## src/ctrl_settings.svh

```systemverilog
//////////////////////////////////////////////////////////////////////
// Controller widths
//////////////////////////////////////////////////////////////////////

`ifndef CTRL_SETTINGS_SVH
`define CTRL_SETTINGS_SVH

// register address, including the floating point bank bit
`define REG_ADDR_W    6

// interrupt line id
`define IRQ_ID_W      5

// mcause word as seen by the csr file
`define CAUSE_W       6

// pc and exception pc select
`define PC_MUX_W      3

// operand ports a, b and c
`define NUM_OPERANDS  3

`endif
```

## src/ctrl_pkg.sv

```systemverilog
//////////////////////////////////////////////////////////////////////
// Controller types
//////////////////////////////////////////////////////////////////////

`include "ctrl_settings.svh"

package ctrl_pkg;

  // next pc source in the fetch stage
  typedef enum logic [`PC_MUX_W-1:0] {
    PC_BOOT      = 3'b000,
    PC_JUMP      = 3'b010,
    PC_BRANCH    = 3'b011,
    PC_EXCEPTION = 3'b100,
    PC_MRET      = 3'b101
  } pc_mux_e;

  // trap vector offset when pc_mux is PC_EXCEPTION
  typedef enum logic [`PC_MUX_W-1:0] {
    EXC_PC_EXCEPTION = 3'b000,
    EXC_PC_IRQ       = 3'b001
  } exc_pc_mux_e;

  // jump kind from the decoder
  typedef enum logic [1:0] {
    BRANCH_NONE = 2'b00,
    BRANCH_JAL  = 2'b01,
    BRANCH_JALR = 2'b10,
    BRANCH_COND = 2'b11
  } jump_e;

  // operand source in ID
  typedef enum logic [1:0] {
    SEL_REGFILE = 2'b00,
    SEL_FW_EX   = 2'b01,
    SEL_FW_WB   = 2'b10
  } fwd_sel_e;

  // synchronous exception codes
  typedef enum logic [`CAUSE_W-1:0] {
    EXC_CAUSE_ILLEGAL_INSN = 6'h02,
    EXC_CAUSE_BREAKPOINT   = 6'h03,
    EXC_CAUSE_ECALL_MMODE  = 6'h0B
  } exc_code_e;

  // interrupt form of the cause word, msb flags an interrupt
  typedef struct packed {
    logic                 flag;
    logic [`IRQ_ID_W-1:0] id;
  } irq_cause_t;

  // one cause word, read either as exception code or as interrupt
  typedef union packed {
    exc_code_e  code;
    irq_cause_t irq;
  } cause_u;

endpackage

```

## src/rf_hazard_if.sv

```systemverilog
`timescale 1ns/100ps
//////////////////////////////////////////////////////////////////////
// Register file hazard bundle
//////////////////////////////////////////////////////////////////////

`include "ctrl_settings.svh"

interface rf_hazard_if (input logic clk);

  // pending writes per stage
  logic                     regfile_we_ex;
  logic                     regfile_we_wb;
  logic                     regfile_alu_we_fw;
  logic                     data_req_ex;
  logic                     wb_ready;

  // destination of the EX write and of the decoded instruction
  logic [`REG_ADDR_W-1:0]   regfile_waddr_ex;
  logic [`REG_ADDR_W-1:0]   regfile_alu_waddr_id;

  // bit 0 is operand a, bit 1 b, bit 2 c
  logic [`NUM_OPERANDS-1:0] ex_hit;
  logic [`NUM_OPERANDS-1:0] wb_hit;
  logic [`NUM_OPERANDS-1:0] alu_hit;

  modport hazard (
    input clk, regfile_we_ex, regfile_we_wb, regfile_alu_we_fw, data_req_ex, wb_ready,
    input regfile_waddr_ex, regfile_alu_waddr_id, ex_hit, wb_hit, alu_hit
  );

  modport fwd (
    input regfile_we_ex, regfile_we_wb, regfile_alu_we_fw, ex_hit, wb_hit, alu_hit
  );

endinterface

```

## src/core_ctrl.sv

```systemverilog
`timescale 1ns/100ps
//////////////////////////////////////////////////////////////////////
// Core controller top
//////////////////////////////////////////////////////////////////////

`include "ctrl_settings.svh"

module core_ctrl
(
  input  logic                     clk,
  input  logic                     rst_n,

  // pipeline status
  input  logic                     fetch_enable_i,
  input  logic                     instr_valid_i,
  input  logic                     id_ready_i,
  input  logic                     ex_valid_i,
  input  logic                     wb_ready_i,

  // decoder
  input  logic                     illegal_insn_i,
  input  logic                     ecall_insn_i,
  input  logic                     ebrk_insn_i,
  input  logic                     mret_insn_i,
  input  logic                     pipe_flush_i,
  input  logic                     csr_status_i,

  // jumps and branches
  input  logic                     branch_taken_ex_i,
  input  ctrl_pkg::jump_e          jump_in_dec_i,
  input  ctrl_pkg::jump_e          jump_in_id_i,

  // interrupts
  input  logic                     irq_i,
  input  logic                     irq_req_ctrl_i,
  input  logic [`IRQ_ID_W-1:0]     irq_id_ctrl_i,
  input  logic                     m_ie_i,

  // register file writes in flight
  input  logic                     data_req_ex_i,
  input  logic                     regfile_we_ex_i,
  input  logic                     regfile_we_wb_i,
  input  logic                     regfile_alu_we_fw_i,
  input  logic [`REG_ADDR_W-1:0]   regfile_waddr_ex_i,
  input  logic [`REG_ADDR_W-1:0]   regfile_alu_waddr_id_i,

  // destination against source matches
  input  logic                     reg_d_ex_is_reg_a_i,
  input  logic                     reg_d_ex_is_reg_b_i,
  input  logic                     reg_d_ex_is_reg_c_i,
  input  logic                     reg_d_wb_is_reg_a_i,
  input  logic                     reg_d_wb_is_reg_b_i,
  input  logic                     reg_d_wb_is_reg_c_i,
  input  logic                     reg_d_alu_is_reg_a_i,
  input  logic                     reg_d_alu_is_reg_b_i,
  input  logic                     reg_d_alu_is_reg_c_i,

  // lsu and multiplier
  input  logic                     data_misaligned_i,
  input  logic                     mult_multicycle_i,

  // fetch control
  output logic                     instr_req_o,
  output logic                     pc_set_o,
  output ctrl_pkg::pc_mux_e        pc_mux_o,
  output ctrl_pkg::exc_pc_mux_e    exc_pc_mux_o,

  // status
  output logic                     ctrl_busy_o,
  output logic                     first_fetch_o,
  output logic                     is_decoding_o,
  output logic                     halt_if_o,
  output logic                     halt_id_o,

  // interrupt and exception
  output logic                     irq_ack_o,
  output logic [`IRQ_ID_W-1:0]     irq_id_o,
  output logic                     exc_ack_o,
  output logic                     exc_kill_o,

  // csr file
  output logic                     csr_save_if_o,
  output logic                     csr_save_id_o,
  output logic                     csr_save_cause_o,
  output ctrl_pkg::cause_u         csr_cause_o,
  output logic                     csr_restore_mret_o,

  // stalls and forwarding
  output logic                     deassert_we_o,
  output logic                     load_stall_o,
  output logic                     jr_stall_o,
  output ctrl_pkg::fwd_sel_e       operand_a_fw_sel_o,
  output ctrl_pkg::fwd_sel_e       operand_b_fw_sel_o,
  output ctrl_pkg::fwd_sel_e       operand_c_fw_sel_o
);

  rf_hazard_if rf_hz (.clk(clk));

  assign rf_hz.regfile_we_ex        = regfile_we_ex_i;
  assign rf_hz.regfile_we_wb        = regfile_we_wb_i;
  assign rf_hz.regfile_alu_we_fw    = regfile_alu_we_fw_i;
  assign rf_hz.data_req_ex          = data_req_ex_i;
  assign rf_hz.wb_ready             = wb_ready_i;
  assign rf_hz.regfile_waddr_ex     = regfile_waddr_ex_i;
  assign rf_hz.regfile_alu_waddr_id = regfile_alu_waddr_id_i;

  // match vectors packed c, b, a from msb down
  assign rf_hz.ex_hit  = {reg_d_ex_is_reg_c_i,  reg_d_ex_is_reg_b_i,  reg_d_ex_is_reg_a_i};
  assign rf_hz.wb_hit  = {reg_d_wb_is_reg_c_i,  reg_d_wb_is_reg_b_i,  reg_d_wb_is_reg_a_i};
  assign rf_hz.alu_hit = {reg_d_alu_is_reg_c_i, reg_d_alu_is_reg_b_i, reg_d_alu_is_reg_a_i};

  // main FSM, jr stall comes back from the hazard unit
  ctrl_fsm fsm_i (
    .jr_stall_i (jr_stall_o),
    .*
  );

  hazard_unit hazard_i (
    .rf            (rf_hz.hazard),
    .is_decoding_i (is_decoding_o),
    .*
  );

  fwd_unit fwd_i (
    .rf (rf_hz.fwd),
    .*
  );

endmodule

```

## src/fwd_unit.sv

```systemverilog
`timescale 1ns/100ps
//////////////////////////////////////////////////////////////////////
// Forwarding control
//////////////////////////////////////////////////////////////////////

`include "ctrl_settings.svh"

module fwd_unit
(
  rf_hazard_if.fwd         rf,
  input  logic             data_misaligned_i,
  input  logic             mult_multicycle_i,
  output ctrl_pkg::fwd_sel_e operand_a_fw_sel_o,
  output ctrl_pkg::fwd_sel_e operand_b_fw_sel_o,
  output ctrl_pkg::fwd_sel_e operand_c_fw_sel_o
);

  import ctrl_pkg::*;

  // index 0 is operand a, 1 is b, 2 is c
  fwd_sel_e sel [`NUM_OPERANDS];

  always_comb
  begin
    for (int i = 0; i < `NUM_OPERANDS; i++)
    begin
      sel[i] = SEL_REGFILE;
      // WB result
      if (rf.regfile_we_wb && rf.wb_hit[i])
        sel[i] = SEL_FW_WB;
      // younger ALU result overrides WB
      if (rf.regfile_alu_we_fw && rf.alu_hit[i])
        sel[i] = SEL_FW_EX;
    end

    // second half of a misaligned access reuses the EX address
    if (data_misaligned_i)
    begin
      sel[0] = SEL_FW_EX;
      sel[1] = SEL_REGFILE;
    end
    // multicycle multiply keeps its partial result on operand c
    else if (mult_multicycle_i)
      sel[2] = SEL_FW_EX;
  end

  assign operand_a_fw_sel_o = sel[0];
  assign operand_b_fw_sel_o = sel[1];
  assign operand_c_fw_sel_o = sel[2];

endmodule

```

## src/hazard_unit.sv

```systemverilog
`timescale 1ns/100ps
//////////////////////////////////////////////////////////////////////
// Stall control
//////////////////////////////////////////////////////////////////////

module hazard_unit
(
  rf_hazard_if.hazard     rf,
  input  logic            is_decoding_i,
  input  logic            illegal_insn_i,
  input  ctrl_pkg::jump_e jump_in_dec_i,
  output logic            deassert_we_o,
  output logic            load_stall_o,
  output logic            jr_stall_o
);

  import ctrl_pkg::*;

  logic load_pending;
  logic waddr_hit;
  logic rs1_pending;

  // load still in flight in EX, or WB write held by a slow memory
  assign load_pending = (rf.data_req_ex && rf.regfile_we_ex) ||
                        (!rf.wb_ready && rf.regfile_we_wb);

  // decoded instruction writes the same register as the load
  assign waddr_hit = is_decoding_i && (rf.regfile_waddr_ex == rf.regfile_alu_waddr_id);

  assign load_stall_o = load_pending && ((|rf.ex_hit) || waddr_hit);

  // operand a feeds the jalr target, so any pending write to it stalls
  assign rs1_pending = (rf.regfile_we_wb     && rf.wb_hit[0])  ||
                       (rf.regfile_we_ex     && rf.ex_hit[0])  ||
                       (rf.regfile_alu_we_fw && rf.alu_hit[0]);

  assign jr_stall_o = (jump_in_dec_i == BRANCH_JALR) && rs1_pending;

  // kill the write of whatever sits in ID
  assign deassert_we_o = !is_decoding_i || illegal_insn_i || load_stall_o || jr_stall_o;

endmodule

```

## src/ctrl_fsm.sv

```systemverilog
`timescale 1ns/100ps
//////////////////////////////////////////////////////////////////////
// Main controller FSM
//////////////////////////////////////////////////////////////////////

`include "ctrl_settings.svh"

module ctrl_fsm
(
  input  logic                  clk,
  input  logic                  rst_n,

  // boot and pipeline status
  input  logic                  fetch_enable_i,
  input  logic                  instr_valid_i,
  input  logic                  id_ready_i,
  input  logic                  ex_valid_i,

  // decoder flags
  input  logic                  illegal_insn_i,
  input  logic                  ecall_insn_i,
  input  logic                  ebrk_insn_i,
  input  logic                  mret_insn_i,
  input  logic                  pipe_flush_i,
  input  logic                  csr_status_i,

  // jumps and branches
  input  logic                  branch_taken_ex_i,
  input  ctrl_pkg::jump_e       jump_in_dec_i,
  input  ctrl_pkg::jump_e       jump_in_id_i,
  input  logic                  jr_stall_i,

  // interrupt controller
  input  logic                  irq_i,
  input  logic                  irq_req_ctrl_i,
  input  logic [`IRQ_ID_W-1:0]  irq_id_ctrl_i,
  input  logic                  m_ie_i,

  // fetch stage
  output logic                  instr_req_o,
  output logic                  pc_set_o,
  output ctrl_pkg::pc_mux_e     pc_mux_o,
  output ctrl_pkg::exc_pc_mux_e exc_pc_mux_o,

  // status and halts
  output logic                  ctrl_busy_o,
  output logic                  first_fetch_o,
  output logic                  is_decoding_o,
  output logic                  halt_if_o,
  output logic                  halt_id_o,

  // interrupt and exception strobes
  output logic                  irq_ack_o,
  output logic [`IRQ_ID_W-1:0]  irq_id_o,
  output logic                  exc_ack_o,
  output logic                  exc_kill_o,

  // csr file
  output logic                  csr_save_if_o,
  output logic                  csr_save_id_o,
  output logic                  csr_save_cause_o,
  output ctrl_pkg::cause_u      csr_cause_o,
  output logic                  csr_restore_mret_o
);

  import ctrl_pkg::*;

  typedef enum logic [3:0] {
    RESET, BOOT_SET, SLEEP, WAIT_SLEEP, FIRST_FETCH, DECODE,
    IRQ_TAKEN_ID, IRQ_TAKEN_IF, IRQ_FLUSH, FLUSH_EX, FLUSH_WB
  } state_e;

  state_e state_q;
  state_e state_d;
  logic   jump_done_q;
  logic   jump_done_d;
  logic   jump_in_dec;
  logic   irq_enable;
  logic   exc_in_id;

  // only unconditional jumps redirect from decode, branches resolve in EX
  assign jump_in_dec = (jump_in_dec_i == BRANCH_JAL) || (jump_in_dec_i == BRANCH_JALR);
  // machine mode only
  assign irq_enable  = m_ie_i;
  // instruction held in ID that traps to the exception vector
  assign exc_in_id   = ebrk_insn_i | ecall_insn_i | illegal_insn_i;
  assign irq_id_o    = irq_id_ctrl_i;

  //////////////////////////////////////////////////////////////////////
  // next state and outputs
  //////////////////////////////////////////////////////////////////////

  always_comb
  begin
    state_d            = state_q;
    jump_done_d        = jump_done_q;
    instr_req_o        = 1'b1;
    pc_set_o           = 1'b0;
    pc_mux_o           = PC_BOOT;
    exc_pc_mux_o       = EXC_PC_IRQ;
    ctrl_busy_o        = 1'b1;
    first_fetch_o      = 1'b0;
    is_decoding_o      = 1'b0;
    halt_if_o          = 1'b0;
    halt_id_o          = 1'b0;
    irq_ack_o          = 1'b0;
    exc_ack_o          = 1'b0;
    exc_kill_o         = 1'b0;
    csr_save_if_o      = 1'b0;
    csr_save_id_o      = 1'b0;
    csr_save_cause_o   = 1'b0;
    csr_cause_o        = '0;
    csr_restore_mret_o = 1'b0;

    unique case (state_q)
      // hold the boot address until fetch is enabled
      RESET:
      begin
        instr_req_o = 1'b0;
        pc_set_o    = 1'b1;
        if (fetch_enable_i)
          state_d = BOOT_SET;
      end

      // load boot address into the prefetcher
      BOOT_SET:
      begin
        pc_set_o = 1'b1;
        state_d  = FIRST_FETCH;
      end

      // one idle cycle so the flush settles before sleeping
      WAIT_SLEEP:
      begin
        ctrl_busy_o = 1'b0;
        instr_req_o = 1'b0;
        halt_if_o   = 1'b1;
        halt_id_o   = 1'b1;
        state_d     = SLEEP;
      end

      // clock may be gated outside, any irq line wakes us
      SLEEP:
      begin
        ctrl_busy_o = 1'b0;
        instr_req_o = 1'b0;
        halt_if_o   = 1'b1;
        halt_id_o   = 1'b1;
        if (irq_i)
          state_d = FIRST_FETCH;
      end

      // wait for the first instruction to reach ID
      FIRST_FETCH:
      begin
        first_fetch_o = 1'b1;
        if (id_ready_i)
          state_d = DECODE;
        // pipeline is empty here, so the trap saves the IF pc
        if (irq_req_ctrl_i && irq_enable)
        begin
          halt_if_o = 1'b1;
          halt_id_o = 1'b1;
          state_d   = IRQ_TAKEN_IF;
        end
      end

      DECODE:
      begin
        if (branch_taken_ex_i)
        begin
          // taken branch in EX wins, the ID instruction is dropped
          pc_mux_o = PC_BRANCH;
          pc_set_o = 1'b1;
        end
        else if (instr_valid_i)
        begin
          is_decoding_o = 1'b1;
          if (irq_req_ctrl_i && irq_enable)
          begin
            halt_if_o = 1'b1;
            halt_id_o = 1'b1;
            state_d   = IRQ_FLUSH;
          end
          else
          begin
            // request seen but masked, tell the irq controller
            exc_kill_o = irq_req_ctrl_i;
            if (jump_in_dec)
            begin
              pc_mux_o = PC_JUMP;
              // one redirect per jump, and only once rs1 is safe
              if (!jr_stall_i && !jump_done_q)
              begin
                pc_set_o    = 1'b1;
                jump_done_d = 1'b1;
              end
            end
            else if (ebrk_insn_i)
            begin
              halt_if_o             = 1'b1;
              halt_id_o             = 1'b1;
              csr_save_id_o         = 1'b1;
              csr_save_cause_o      = 1'b1;
              csr_cause_o.code      = EXC_CAUSE_BREAKPOINT;
              state_d               = FLUSH_EX;
            end
            else if (pipe_flush_i)
            begin
              // wfi, drain and then sleep
              halt_if_o = 1'b1;
              halt_id_o = 1'b1;
              state_d   = FLUSH_EX;
            end
            else if (ecall_insn_i || illegal_insn_i)
            begin
              halt_if_o        = 1'b1;
              halt_id_o        = 1'b1;
              csr_save_id_o    = 1'b1;
              csr_save_cause_o = 1'b1;
              csr_cause_o.code = ecall_insn_i ? EXC_CAUSE_ECALL_MMODE : EXC_CAUSE_ILLEGAL_INSN;
              state_d          = FLUSH_EX;
            end
            else if (mret_insn_i)
            begin
              halt_if_o          = 1'b1;
              halt_id_o          = 1'b1;
              csr_restore_mret_o = 1'b1;
              state_d            = FLUSH_EX;
            end
            else if (csr_status_i)
            begin
              // status csr write, refetch once it has left ID
              halt_if_o = 1'b1;
              if (id_ready_i)
                state_d = FLUSH_EX;
            end
          end
        end
      end

      // let the older instruction in EX finish
      FLUSH_EX:
      begin
        halt_if_o = 1'b1;
        halt_id_o = 1'b1;
        if (ex_valid_i)
          state_d = FLUSH_WB;
      end

      // pipeline is drained, redirect to trap or return address
      FLUSH_WB:
      begin
        halt_if_o = 1'b1;
        halt_id_o = 1'b1;
        if (exc_in_id)
        begin
          pc_set_o     = 1'b1;
          pc_mux_o     = PC_EXCEPTION;
          exc_pc_mux_o = EXC_PC_EXCEPTION;
        end
        else if (mret_insn_i)
        begin
          pc_set_o = 1'b1;
          pc_mux_o = PC_MRET;
        end
        state_d = pipe_flush_i ? WAIT_SLEEP : DECODE;
      end

      IRQ_FLUSH:
      begin
        halt_if_o = 1'b1;
        halt_id_o = 1'b1;
        if (irq_i && irq_enable)
          state_d = IRQ_TAKEN_ID;
        else
        begin
          // interrupt went away during the flush
          exc_kill_o = 1'b1;
          state_d    = DECODE;
        end
      end

      // jump to the vector, save IF or ID pc depending on entry path
      IRQ_TAKEN_ID, IRQ_TAKEN_IF:
      begin
        pc_set_o            = 1'b1;
        pc_mux_o            = PC_EXCEPTION;
        exc_pc_mux_o        = EXC_PC_IRQ;
        csr_save_id_o       = (state_q == IRQ_TAKEN_ID);
        csr_save_if_o       = (state_q == IRQ_TAKEN_IF);
        csr_save_cause_o    = 1'b1;
        csr_cause_o.irq.flag = 1'b1;
        csr_cause_o.irq.id  = irq_id_ctrl_i;
        irq_ack_o           = 1'b1;
        exc_ack_o           = 1'b1;
        state_d             = DECODE;
      end

      default:
      begin
        instr_req_o = 1'b0;
        state_d     = RESET;
      end
    endcase
  end

  //////////////////////////////////////////////////////////////////////
  // state registers
  //////////////////////////////////////////////////////////////////////

  always_ff @(posedge clk or negedge rst_n)
  begin
    if (!rst_n)
    begin
      state_q     <= RESET;
      jump_done_q <= 1'b0;
    end
    else
    begin
      state_q     <= state_d;
      // jump leaves ID once id_ready rises
      jump_done_q <= jump_done_d & ~id_ready_i;
    end
  end

  // no branch prediction, so the redirect flushes any following branch
  assert property (@(posedge clk) disable iff (!rst_n)
    branch_taken_ex_i |=> !branch_taken_ex_i);

  // EX can only resolve a branch the decoder passed on a cycle earlier
  assert property (@(posedge clk) disable iff (!rst_n)
    branch_taken_ex_i |-> $past(jump_in_id_i) == BRANCH_COND);

endmodule

```

## config.mk

```make
export PLATFORM = sky130hd
export DESIGN_NAME = core_ctrl
export DESIGN_NICKNAME = d
export VERILOG_FILES = /design/src/ctrl_pkg.sv /design/src/rf_hazard_if.sv /design/src/core_ctrl.sv /design/src/fwd_unit.sv /design/src/hazard_unit.sv /design/src/ctrl_fsm.sv
export VERILOG_INCLUDE_DIRS = /design/src /design/src/src
export SDC_FILE = /design/constraint.sdc
export NUM_CORES = 1
export LEC_CHECK = 0
export BUFFER_PORTS_ARGS = -buffer_cell sky130_fd_sc_hd__buf_2
export CORE_MARGIN = 2
export CORE_UTILIZATION = 35
export CTS_CLUSTER_DIAMETER = 50
export CTS_CLUSTER_SIZE = 30
export DETAILED_ROUTE_END_ITERATION = 6
export PLACE_DENSITY = 0.86
export SYNTH_ARGS = -nofsm -noshare
export SYNTH_HDL_FRONTEND = slang
export SYNTH_SLANG_ARGS = --single-unit
```

## constraint.sdc

```tcl
create_clock -name clk -period 2.3 [get_ports clk]
set_input_delay 0.115 -clock clk [delete_from_list [all_inputs] [get_ports clk]]
set_output_delay 0.115 -clock clk [all_outputs]
set_load 0.01 [all_outputs]
```

# After elaboration in Yosys (flattened, before gate mapping)
# Index checks and enable logic that the tools add are counted.
dict set report totals {
  ff_bits 5
  latch_bits 0
  ramBits 0
  rom_bits 0
  input_bits 53
  elab_cells 172
  memories 0
}
dict set report classes {
  add_sub_neg 0
  n_mul 0
  div_mod_pow 0
  magnitude_cmp 0
  n_eq_ne 22
  n_shift 0
  mux 108
  n_bitwise 4
  reduce_logical 36
}
# operator count
set op_table {}
lappend op_table {{$mux 4} 17}
lappend op_table {{$mux 1} 58}
lappend op_table {{$mux 6} 7}
lappend op_table {{$pmux 4 s10} 1}
lappend op_table {{$mux 3} 7}
lappend op_table {{$mux 2} 10}
lappend op_table {{$eq 4x3->1 const B} 4}
lappend op_table {{$logic_and 1x1->1} 15}
lappend op_table {{$ne 7x5->1 const B} 2}
lappend op_table {{$eq 4x4->1 const B} 3}
lappend op_table {{$pmux 6 s2} 1}
lappend op_table {{$ne 2x2->1 const B} 5}
lappend op_table {{$logic_or 1x1->1} 9}
lappend op_table {{$pmux 1 s3} 3}
lappend op_table {{$pmux 3 s3} 1}
lappend op_table {{$reduce_and 9->1} 1}
lappend op_table {{$eq 4x2->1 const B} 2}
lappend op_table {{$reduce_or 8->1} 1}
lappend op_table {{$eq 6x6->1} 1}
lappend op_table {{$pmux 1 s2} 3}
lappend op_table {{$reduce_or 5->1} 1}
lappend op_table {{$eq 4x1->1 const B} 1}
lappend op_table {{$logic_not 1->1} 4}
lappend op_table {{$logic_not 4->1} 1}
lappend op_table {{10 further kinds} 12}

# Logic depth before layout (Yosys ltp)
# Gate-level depths: netlist (run 1).
dict set report depth {
  depth_word 13
  ltp_mapped 6
  depth_no_buf 6
}

# Modules after synthesis
# From an unflattened synthesis (run 1), not the netlist that was laid out.
dict set report unflattened {
  hier_cells 145
  area_unflattened_um2 1016.0
}
# mod n_inst cells_each area_per_inst_um2 seq_area_each_um2
set modules_own_cells {}
lappend modules_own_cells {ctrl_fsm 1 118 825.8 125.1}
lappend modules_own_cells {hazard_unit 1 16 127.6 0.0}
lappend modules_own_cells {fwd_unit 1 11 62.6 0.0}

# Worst setup path after synthesis (run 1)
# Ideal clock, no wire load.
dict set report synth_timing {
  path_kind {register to output}
  from {reg fsm_i.state_q[1]}
  to {out csr_cause_o[1] (netlist name)}
  arrival_ns 1.579
  required_ns 2.185
  setup_slack_ns 0.606
  stages_incl_launch_ff 6
  n_path_buf 1
  cell_sequence {dfrtp_1 -> buf_6 -> and4bb_2 -> nand2_2 -> or4_4 -> a21oi_1}
}
# element line
set synth_rtl {}
lappend synth_rtl {{start: declaration} ctrl_fsm.sv:73} ;# state_e state_q;
lappend synth_rtl {{start signal: assignment} ctrl_fsm.sv:321} ;# state_q <= state_d;
lappend synth_rtl {{end: declaration} core_ctrl.sv:85} ;# output ctrl_pkg::cause_u csr_cause_o,

# Worst setup path after layout (run 1)
dict set report layout_timing {
  from {reg fsm_i.state_q[3]}
  to {out halt_if_o}
}
dict set report layout_via {
  elab_chain_cells 3
  word_cells_on_any_way 9
  cone_classes {eq/ne (7); mux (1); reduce/logical (1)}
}
# element line
set layout_lines {}
lappend layout_lines {{$eq 4x2->1 or $eq 4x4->1 (tied branches)} ctrl_fsm.sv:115} ;# unique case (state_q)
lappend layout_lines {{$reduce_or 5->1 (no source line)} -}
lappend layout_lines {{$pmux 1 s3 (*)} ctrl_fsm.sv:115}
lappend layout_lines {{end: declaration} core_ctrl.sv:72} ;# output logic halt_if_o,
# Every way passes the cells marked *; elsewhere a longest branch is shown, timed or not.

==> flow_metrics.py, run 1 <==
metrics = {
    "setup_path": {
        "crit_start": "fsm_i.state_q[3]",
        "cp.required_ns": 2.18,
        "cpMaxStageDelayCell": "or4b_4",
        "crit_type": "reg2out",
        "path_max_fanout": 11,
        "crit_arrival_ns": 2.00,
        "reg2reg_from": "fsm_i.state_q[3]",
        "cp_top_family": "simple AND/OR/NAND/NOR gates",
        "path_cells": "buf_4 -> or4b_4 -> inv_1 -> o22a_1 -> a311o_1 -> buf_2",
        "rr_worst_depth": 5,
        "slowest_delay_ns": 0.55,
        "cp-start-kind": "flop",
        "cp-end-kind": "primary output",
        "regToRegSetupSlack_ns": 0.42,
        "worstSetupPathDepth": 6,
        "cp-endpoint": "halt_if_o",
        "timing.rr.end": "fsm_i.state_q[1]",
        "path_buf_inv": 3,
    },
    "power": {
        "leakagePower_nw": 0.818,
        "peakVddDrop_uv": 245,
        "p_per_area_nw_per_um2": 722,
    },
    "placement": {
        "port_buffers": 88,
        "globalplace.congestion": 0.885,
        "dp_hpwl_um": 2890,
    },
    "worst_hold_path": {
        "hold_depth": 2,
        "holdCritPathClass": "in2reg",
    },
    "detailed_routing": {
        "drt_iter0_drc": 61,
        "via_per_inst": 5.43,
        "vias": 1466,
        "wl_um": 3370,
        "drt.antenna.violating_nets": 0,
        "firstDrtPassIters": 4,
        "avgRoutedWirePerCell_um": 12.5,
        "route.detailed.drc": 0,
    },
    "synthesis": {
        "synth_ff_type": "dfrtp_1",
        "syn_avg_cell_area_um2": 6.90,
        "synth_enable_flop_cells": 0,
        "synth_warnings": 0,
        "synth-seq-cells": 5,
        "yosysSeqAreaShare": 0.117,
        "syn_area_um2": 1070,
        "synthCells": 155,
        "synthArstFlopShare": 1.00,
        "ys_types": 52,
    },
    "die": {
        "initial_core_util": 0.359,
        "die_h_um": 59.3,
        "core_area_um2": 2980,
        "fp-row-count": 20,
        "dieArea_um2": 3510,
        "die_width_um": 59.3,
        "ioPinCount": 93,
    },
    "cts": {
        "numCtsBuffers": 3,
        "cts_tree": "done",
        "cts_setup_buffers": 0,
        "cts_sinks": 5,
        "clockBufferDepth": 2,
        "cts_resized": 0,
        "clkTransAtPathRegs_ns": 0.04,
        "clk_latency_ns": 0.24,
        "cts_root_buf": "clkbuf_4",
        "htreeDepth": 1,
    },
    "global_routing": {
        "grt_start_max_net_pins": 14,
        "grt_pass1_wl_um": 5200,
        "grt-ovfl-total": 0,
        "gr-usage-met3": 0.0284,
        "use_met1": 0.226,
        "first_global_vias": 1261,
        "use_met2": 0.342,
        "antenna_found_initial": 0,
        "grt_usage": 0.191,
        "grt-busiest-layer": "met2",
    },
    "cells_and_area": {
        "layout-drive-gt1-share": 0.447,
        "syn2layout_area_growth_pct": 41.4,
        "num_antenna_cells": 0,
        "utilization": 0.508,
        "nets": 292,
    },
    "timing": {
        "finalSetupViolations": 0,
        "max_freq_mhz": 472,
        "final-hold-violation-count": 0,
        "setup-tns-final_ns": 0,
        "fin_crit_ns": 2.12,
        "slew_headroom": 0.649,
        "timing.final.crit_share": 0.921,
        "clock_skew_ns": 0.00143,
        "drv_slew": 0,
        "rsz0062_at_grt": "no",
        "worstMarginPinSlew_ns": 0.513,
    },
    "run": {
        "drv_cap": 0,
    },
    "run_status": {
        "status": "finished clean",
    },
}
[sequential cells by signal (all words and copies together) (netlist names)]
name / cells
fsm_i.state_q: 4
fsm_i.jump_done_q: 1
[worst min-delay path by stage]
stage / slack [ns] / start / to
after global routing: 0.1 / id_ready_i / fsm_i.jump_done_q
after detailed placement: -0.07 / rst_n / fsm_i.state_q[2]
after CTS: 0.08 / id_ready_i / fsm_i.jump_done_q
final: 0.09 / id_ready_i / fsm_i.jump_done_q
after global placement: -0.07 / rst_n / fsm_i.state_q[2]
after floorplan: -0.18 / rst_n / fsm_i.jump_done_q
[cell type report]
| cell class | instances | area (µm²) |
|---|---|---|
| clock buffers | 4 | 26.3 |
| fillers | 300 | 1470 |
| inverters | 12 | 45.0 |
| multi-input cells | 123 | 795 |
| flip-flops and latches | 5 | 125 |
| well taps | 33 | 41.3 |
| repair buffers | 93 | 480 |
[cell usage in the layout, fill, tap and decap left out, drive strengths merged, types with 2 or more instances in the layout]
cell type / synthesis / layout
or4b: 2 / 2
nor3: 3 / 3
or3: 4 / 4
nand2b: 5 / 5
nand3: 2 / 2
nor2: 10 / 10
conb: 1 / 2
nand3b: 2 / 2
o221ai: 3 / 3
xor2: 6 / 6
clkbuf: 5 / 4
o21ai: 12 / 12
nand2: 16 / 16
nor2b: 3 / 3
a21o: 3 / 3
dfrtp: 5 / 5
a21oi: 10 / 10
o21ba: 2 / 2
nor4: 5 / 5
buf: 11 / 92
a2111oi: 2 / 2
a311o: 2 / 2
inv: 12 / 12
and3: 3 / 3
a211oi: 2 / 2
a31oi: 2 / 2
and2: 3 / 3
[per-stage QoR]
| step | setup WS [ns] | hold WS [ns] | std cells | power, W | instance area [µm²] |
|---|---|---|---|---|---|
| 3_5_place_dp | 0.433 | -0.0674 | 265 | 0.000982 | 1480 |
| 5_1_grt | 0.0178 | 0.0955 | 270 | 0.00119 | 1510 |
| 6_report | 0.182 | 0.0907 | 270 | 0.00109 | 1510 |
| 3_3_place_gp | 0.469 | -0.0713 | 265 | 0.000967 | 1480 |
| 2_1_floorplan | 0.606 | -0.181 | 156 | 0.000722 | 1070 |
| 4_1_cts | 0.196 | 0.0795 | 270 | 0.00109 | 1510 |
[report_power, final]
part	switching, W	internal (W)	leakage [nW]
Combinational	0.000463	0.000367	0.741
Sequential	0.0000451	0.000117	0.0623
Clock	0.0000351	0.0000655	0.0150
[synth_stat cells, types with 3 or more instances]
library cell / count / area (µm²)
a21o_1: 3 / 22.5
a21oi_1: 9 / 45.0
and2_1: 3 / 18.8
and3_1: 3 / 18.8
buf_4: 9 / 67.6
clkbuf_1: 5 / 18.8
dfrtp_1: 5 / 125
inv_1: 12 / 45.0
nand2_1: 15 / 56.3
nand2b_1: 5 / 31.3
nor2_1: 10 / 37.5
nor2b_1: 3 / 18.8
nor4_1: 5 / 31.3
o21ai_0: 11 / 55.1
o221ai_1: 3 / 26.3
or3_1: 4 / 25.0
xor2_1: 6 / 52.6
[routing by layer]
metal / vias up / wire (µm) / share of wire
met5: - / 0 / 0
met4: 0 / 19 / 0.0056
met3: 2 / 278 / 0.082
met2: 86 / 1680 / 0.50
met1: 655 / 1400 / 0.41
li1: 723 / - / -
[cells by family (layout without fill, tap and decap cells)]
group | Yosys count | in the layout | synth area share
xor gates and xnor gates | 6 | 6 | 0.0491
DFF | 5 | 5 | 0.117
other | 1 | 2 | 0.00351
and+or+nand+nor | 64 | 64 | 0.349
adders and majority gates | 1 | 1 | 0.0117
AOI/OAI and AO/OA | 49 | 49 | 0.316
muxes | 1 | 1 | 0.0105
buffers and inverters | 28 | 109 | 0.144
[timing repair]
item                                    in CTS  in global routing
endpoints found under the hold margin        5                  0
hold buffers                                 1                  0
endpoints found under the setup margin       0                  0
(Power assumes the default switching activity.)
==> inputs of run 2 (changes only) <==
Settings changed: CTS_BUF_LIST set to sky130_fd_sc_hd__clkbuf_8, PLACE_DENSITY 0.86 to 0.75.
==> run 2 against run 1 <==
Compared with the run above:
- final area rose by 1.2%
- routed wire length decreased by 0.50%
- critical path depth shrank 1
- global-route usage increased by 0.14 points
- die area is the same
- first-iteration DRC count shrank 3.3%
- critical endpoint is now csr_cause_o[1]
- highest routed layer unchanged
==> flow_metrics.py, run 2 (synthesis gave the netlist of run 1 again) <==
metrics = {
    "power": {
        "p_per_area_nw_per_um2": 748,
        "swShare": 0.477,
        "p_switching_w": 0.000546,
        "power_frac_seq": 0.142,
        "clkPwrFrac": 0.135,
        "leakagePower_nw": 0.830,
        "peakVddDrop_uv": 304,
        "p_int_w": 0.000599,
        "comb_power_share": 0.723,
        "power.total_w": 0.00114,
    },
    "placement": {
        "dp_slack_ns": 0.462,
        "dp_hpwl_um": 2840,
        "globalplace.congestion": 0.865,
        "port_buffers": 88,
    },
    "timing": {
        "timing.final.crit_share": 0.902,
        "hold_ws_ns": 0.109,
        "max_freq_mhz": 482,
        "slew_headroom": 0.654,
        "finalSetupViolations": 0,
        "fin_crit_ns": 2.08,
        "drv_slew": 0,
        "setup_slack_ns": 0.224,
        "rsz0062_at_grt": "no",
        "clock_skew_ns": 0.000736,
        "setup-tns-final_ns": 0,
        "worstMarginPinSlew_ns": 0.506,
        "final-hold-violation-count": 0,
    },
    "die": {
        "core_area_um2": 2980,
        "ioPinCount": 93,
        "fp-row-count": 20,
        "dieArea_um2": 3510,
        "die_h_um": 59.3,
        "initial_core_util": 0.359,
        "die_width_um": 59.3,
    },
    "setup_path": {
        "crit_arrival_ns": 1.96,
        "cp-end-kind": "primary output",
        "slowest_delay_ns": 0.50,
        "cp.required_ns": 2.18,
        "crit_type": "reg2out",
        "path_cells": "and4bb_2 -> nand2_2 -> or4_4 -> a21oi_1 -> buf_2",
        "cpMaxStageDelayCell": "or4_4",
        "cp-start-kind": "flop",
        "path_max_fanout": 12,
    },
    "global_routing": {
        "grt-ovfl-total": 0,
        "first_global_vias": 1296,
        "grt_usage": 0.192,
        "grt_pass1_wl_um": 5320,
        "grt_start_max_net_pins": 18,
        "antenna_found_initial": 0,
    },
    "cts": {
        "clockBufferDepth": 2,
        "cts_setup_buffers": 0,
        "hold_buffers": 1,
        "cts_sinks": 5,
        "htreeDepth": 1,
        "clkTransAtPathRegs_ns": 0.03,
        "cts_resized": 0,
        "numCtsBuffers": 3,
        "cts_root_buf": "clkbuf_8",
        "clk_latency_ns": 0.22,
        "cts_tree": "done",
    },
    "detailed_routing": {
        "drt.antenna.violating_nets": 0,
        "via_per_inst": 5.39,
        "drt_iter0_drc": 59,
        "wl_um": 3360,
        "route.detailed.drc": 0,
        "firstDrtPassIters": 4,
        "avgRoutedWirePerCell_um": 12.4,
        "vias": 1456,
    },
    "cells_and_area": {
        "utilization": 0.514,
        "layout_common_cells": "buf_2, nand2_1, inv_1",
        "regArea_um2": 125,
        "layout-drive-gt1-share": 0.447,
        "num_antenna_cells": 0,
        "multiInputGateArea_um2": 795,
        "top_register": "fsm_i.state_q",
        "nets": 292,
        "final_common_cell": "buf_2",
        "syn2layout_area_growth_pct": 43.2,
        "fill_cells": 303,
        "largest_reg_flops": 4,
        "top_regs": "fsm_i.state_q x4, fsm_i.jump_done_q x1",
    },
    "run_status": {
        "status": "finished clean",
    },
    "run": {
        "drv_cap": 0,
    },
    "worst_hold_path": {
        "holdCritPathClass": "in2reg",
    },
}
[run 2: worst paths after layout]
path / endpoint / cells after the start / slack (ns) / startpoint
worst max register to register: fsm_i.state_q[1] / 5 / 0.51 / fsm_i.state_q[3]
max in group asynchronous: fsm_i.jump_done_q / 2 / 1.94 / rst_n
min in group asynchronous: fsm_i.state_q[2] / 2 / 0.24 / rst_n
worst max-delay path: csr_cause_o[1] / 5 / 0.22 / fsm_i.state_q[3]
worst min register to register: fsm_i.jump_done_q / 2 / 0.54 / fsm_i.jump_done_q
worst min-delay path: fsm_i.jump_done_q / 2 / 0.11 / id_ready_i
[run 2: cell type report]
class / count / share of cell area
timing repair buffer: 93 / 0.314
sequential: 5 / 0.0817
tap: 33 / 0.0270
inverter: 12 / 0.0294
multi-input combinational: 123 / 0.519
clock inverter: 1 / 0.00245
clock buffer: 3 / 0.0270
[run 2: power groups by stage]
stage	Clock [W]	Combinational [W]	Sequential (W)
2_1_floorplan	0	0.000580	0.000142
3_3_place_gp	0	0.000813	0.000161
3_5_place_dp	0	0.000820	0.000162
4_1_cts	0.000159	0.000826	0.000161
5_1_grt	0.000168	0.000916	0.000168
6_report	0.000155	0.000827	0.000162
[run 2: metrics by stage]
step | cell area (µm²) | std cells
final | 1530 | 270
after CTS | 1530 | 270
after global placement | 1480 | 265
after floorplan | 1070 | 156
after global routing | 1530 | 270
after detailed placement | 1480 | 265
[run 2: metal layers]
| metal | track usage | routed length [µm] | vias to the layer above |
|---|---|---|---|
| li1 | - | - | 722 |
| met1 | 0.243 | 1440 | 659 |
| met2 | 0.333 | 1660 | 71 |
| met3 | 0.0284 | 227 | 4 |
| met4 | 0.0584 | 33 | 0 |
| met5 | 0 | 0 | - |
[run 2: worst max-delay path: cells and delay by family (launching register included)]
kind,cells,cell delay (ns)
AO/OA/AOI/OAI,1,0.13
buffers and inverters,1,0.14
AND/OR/NAND/NOR,3,0.97
flip-flops,1,0.49
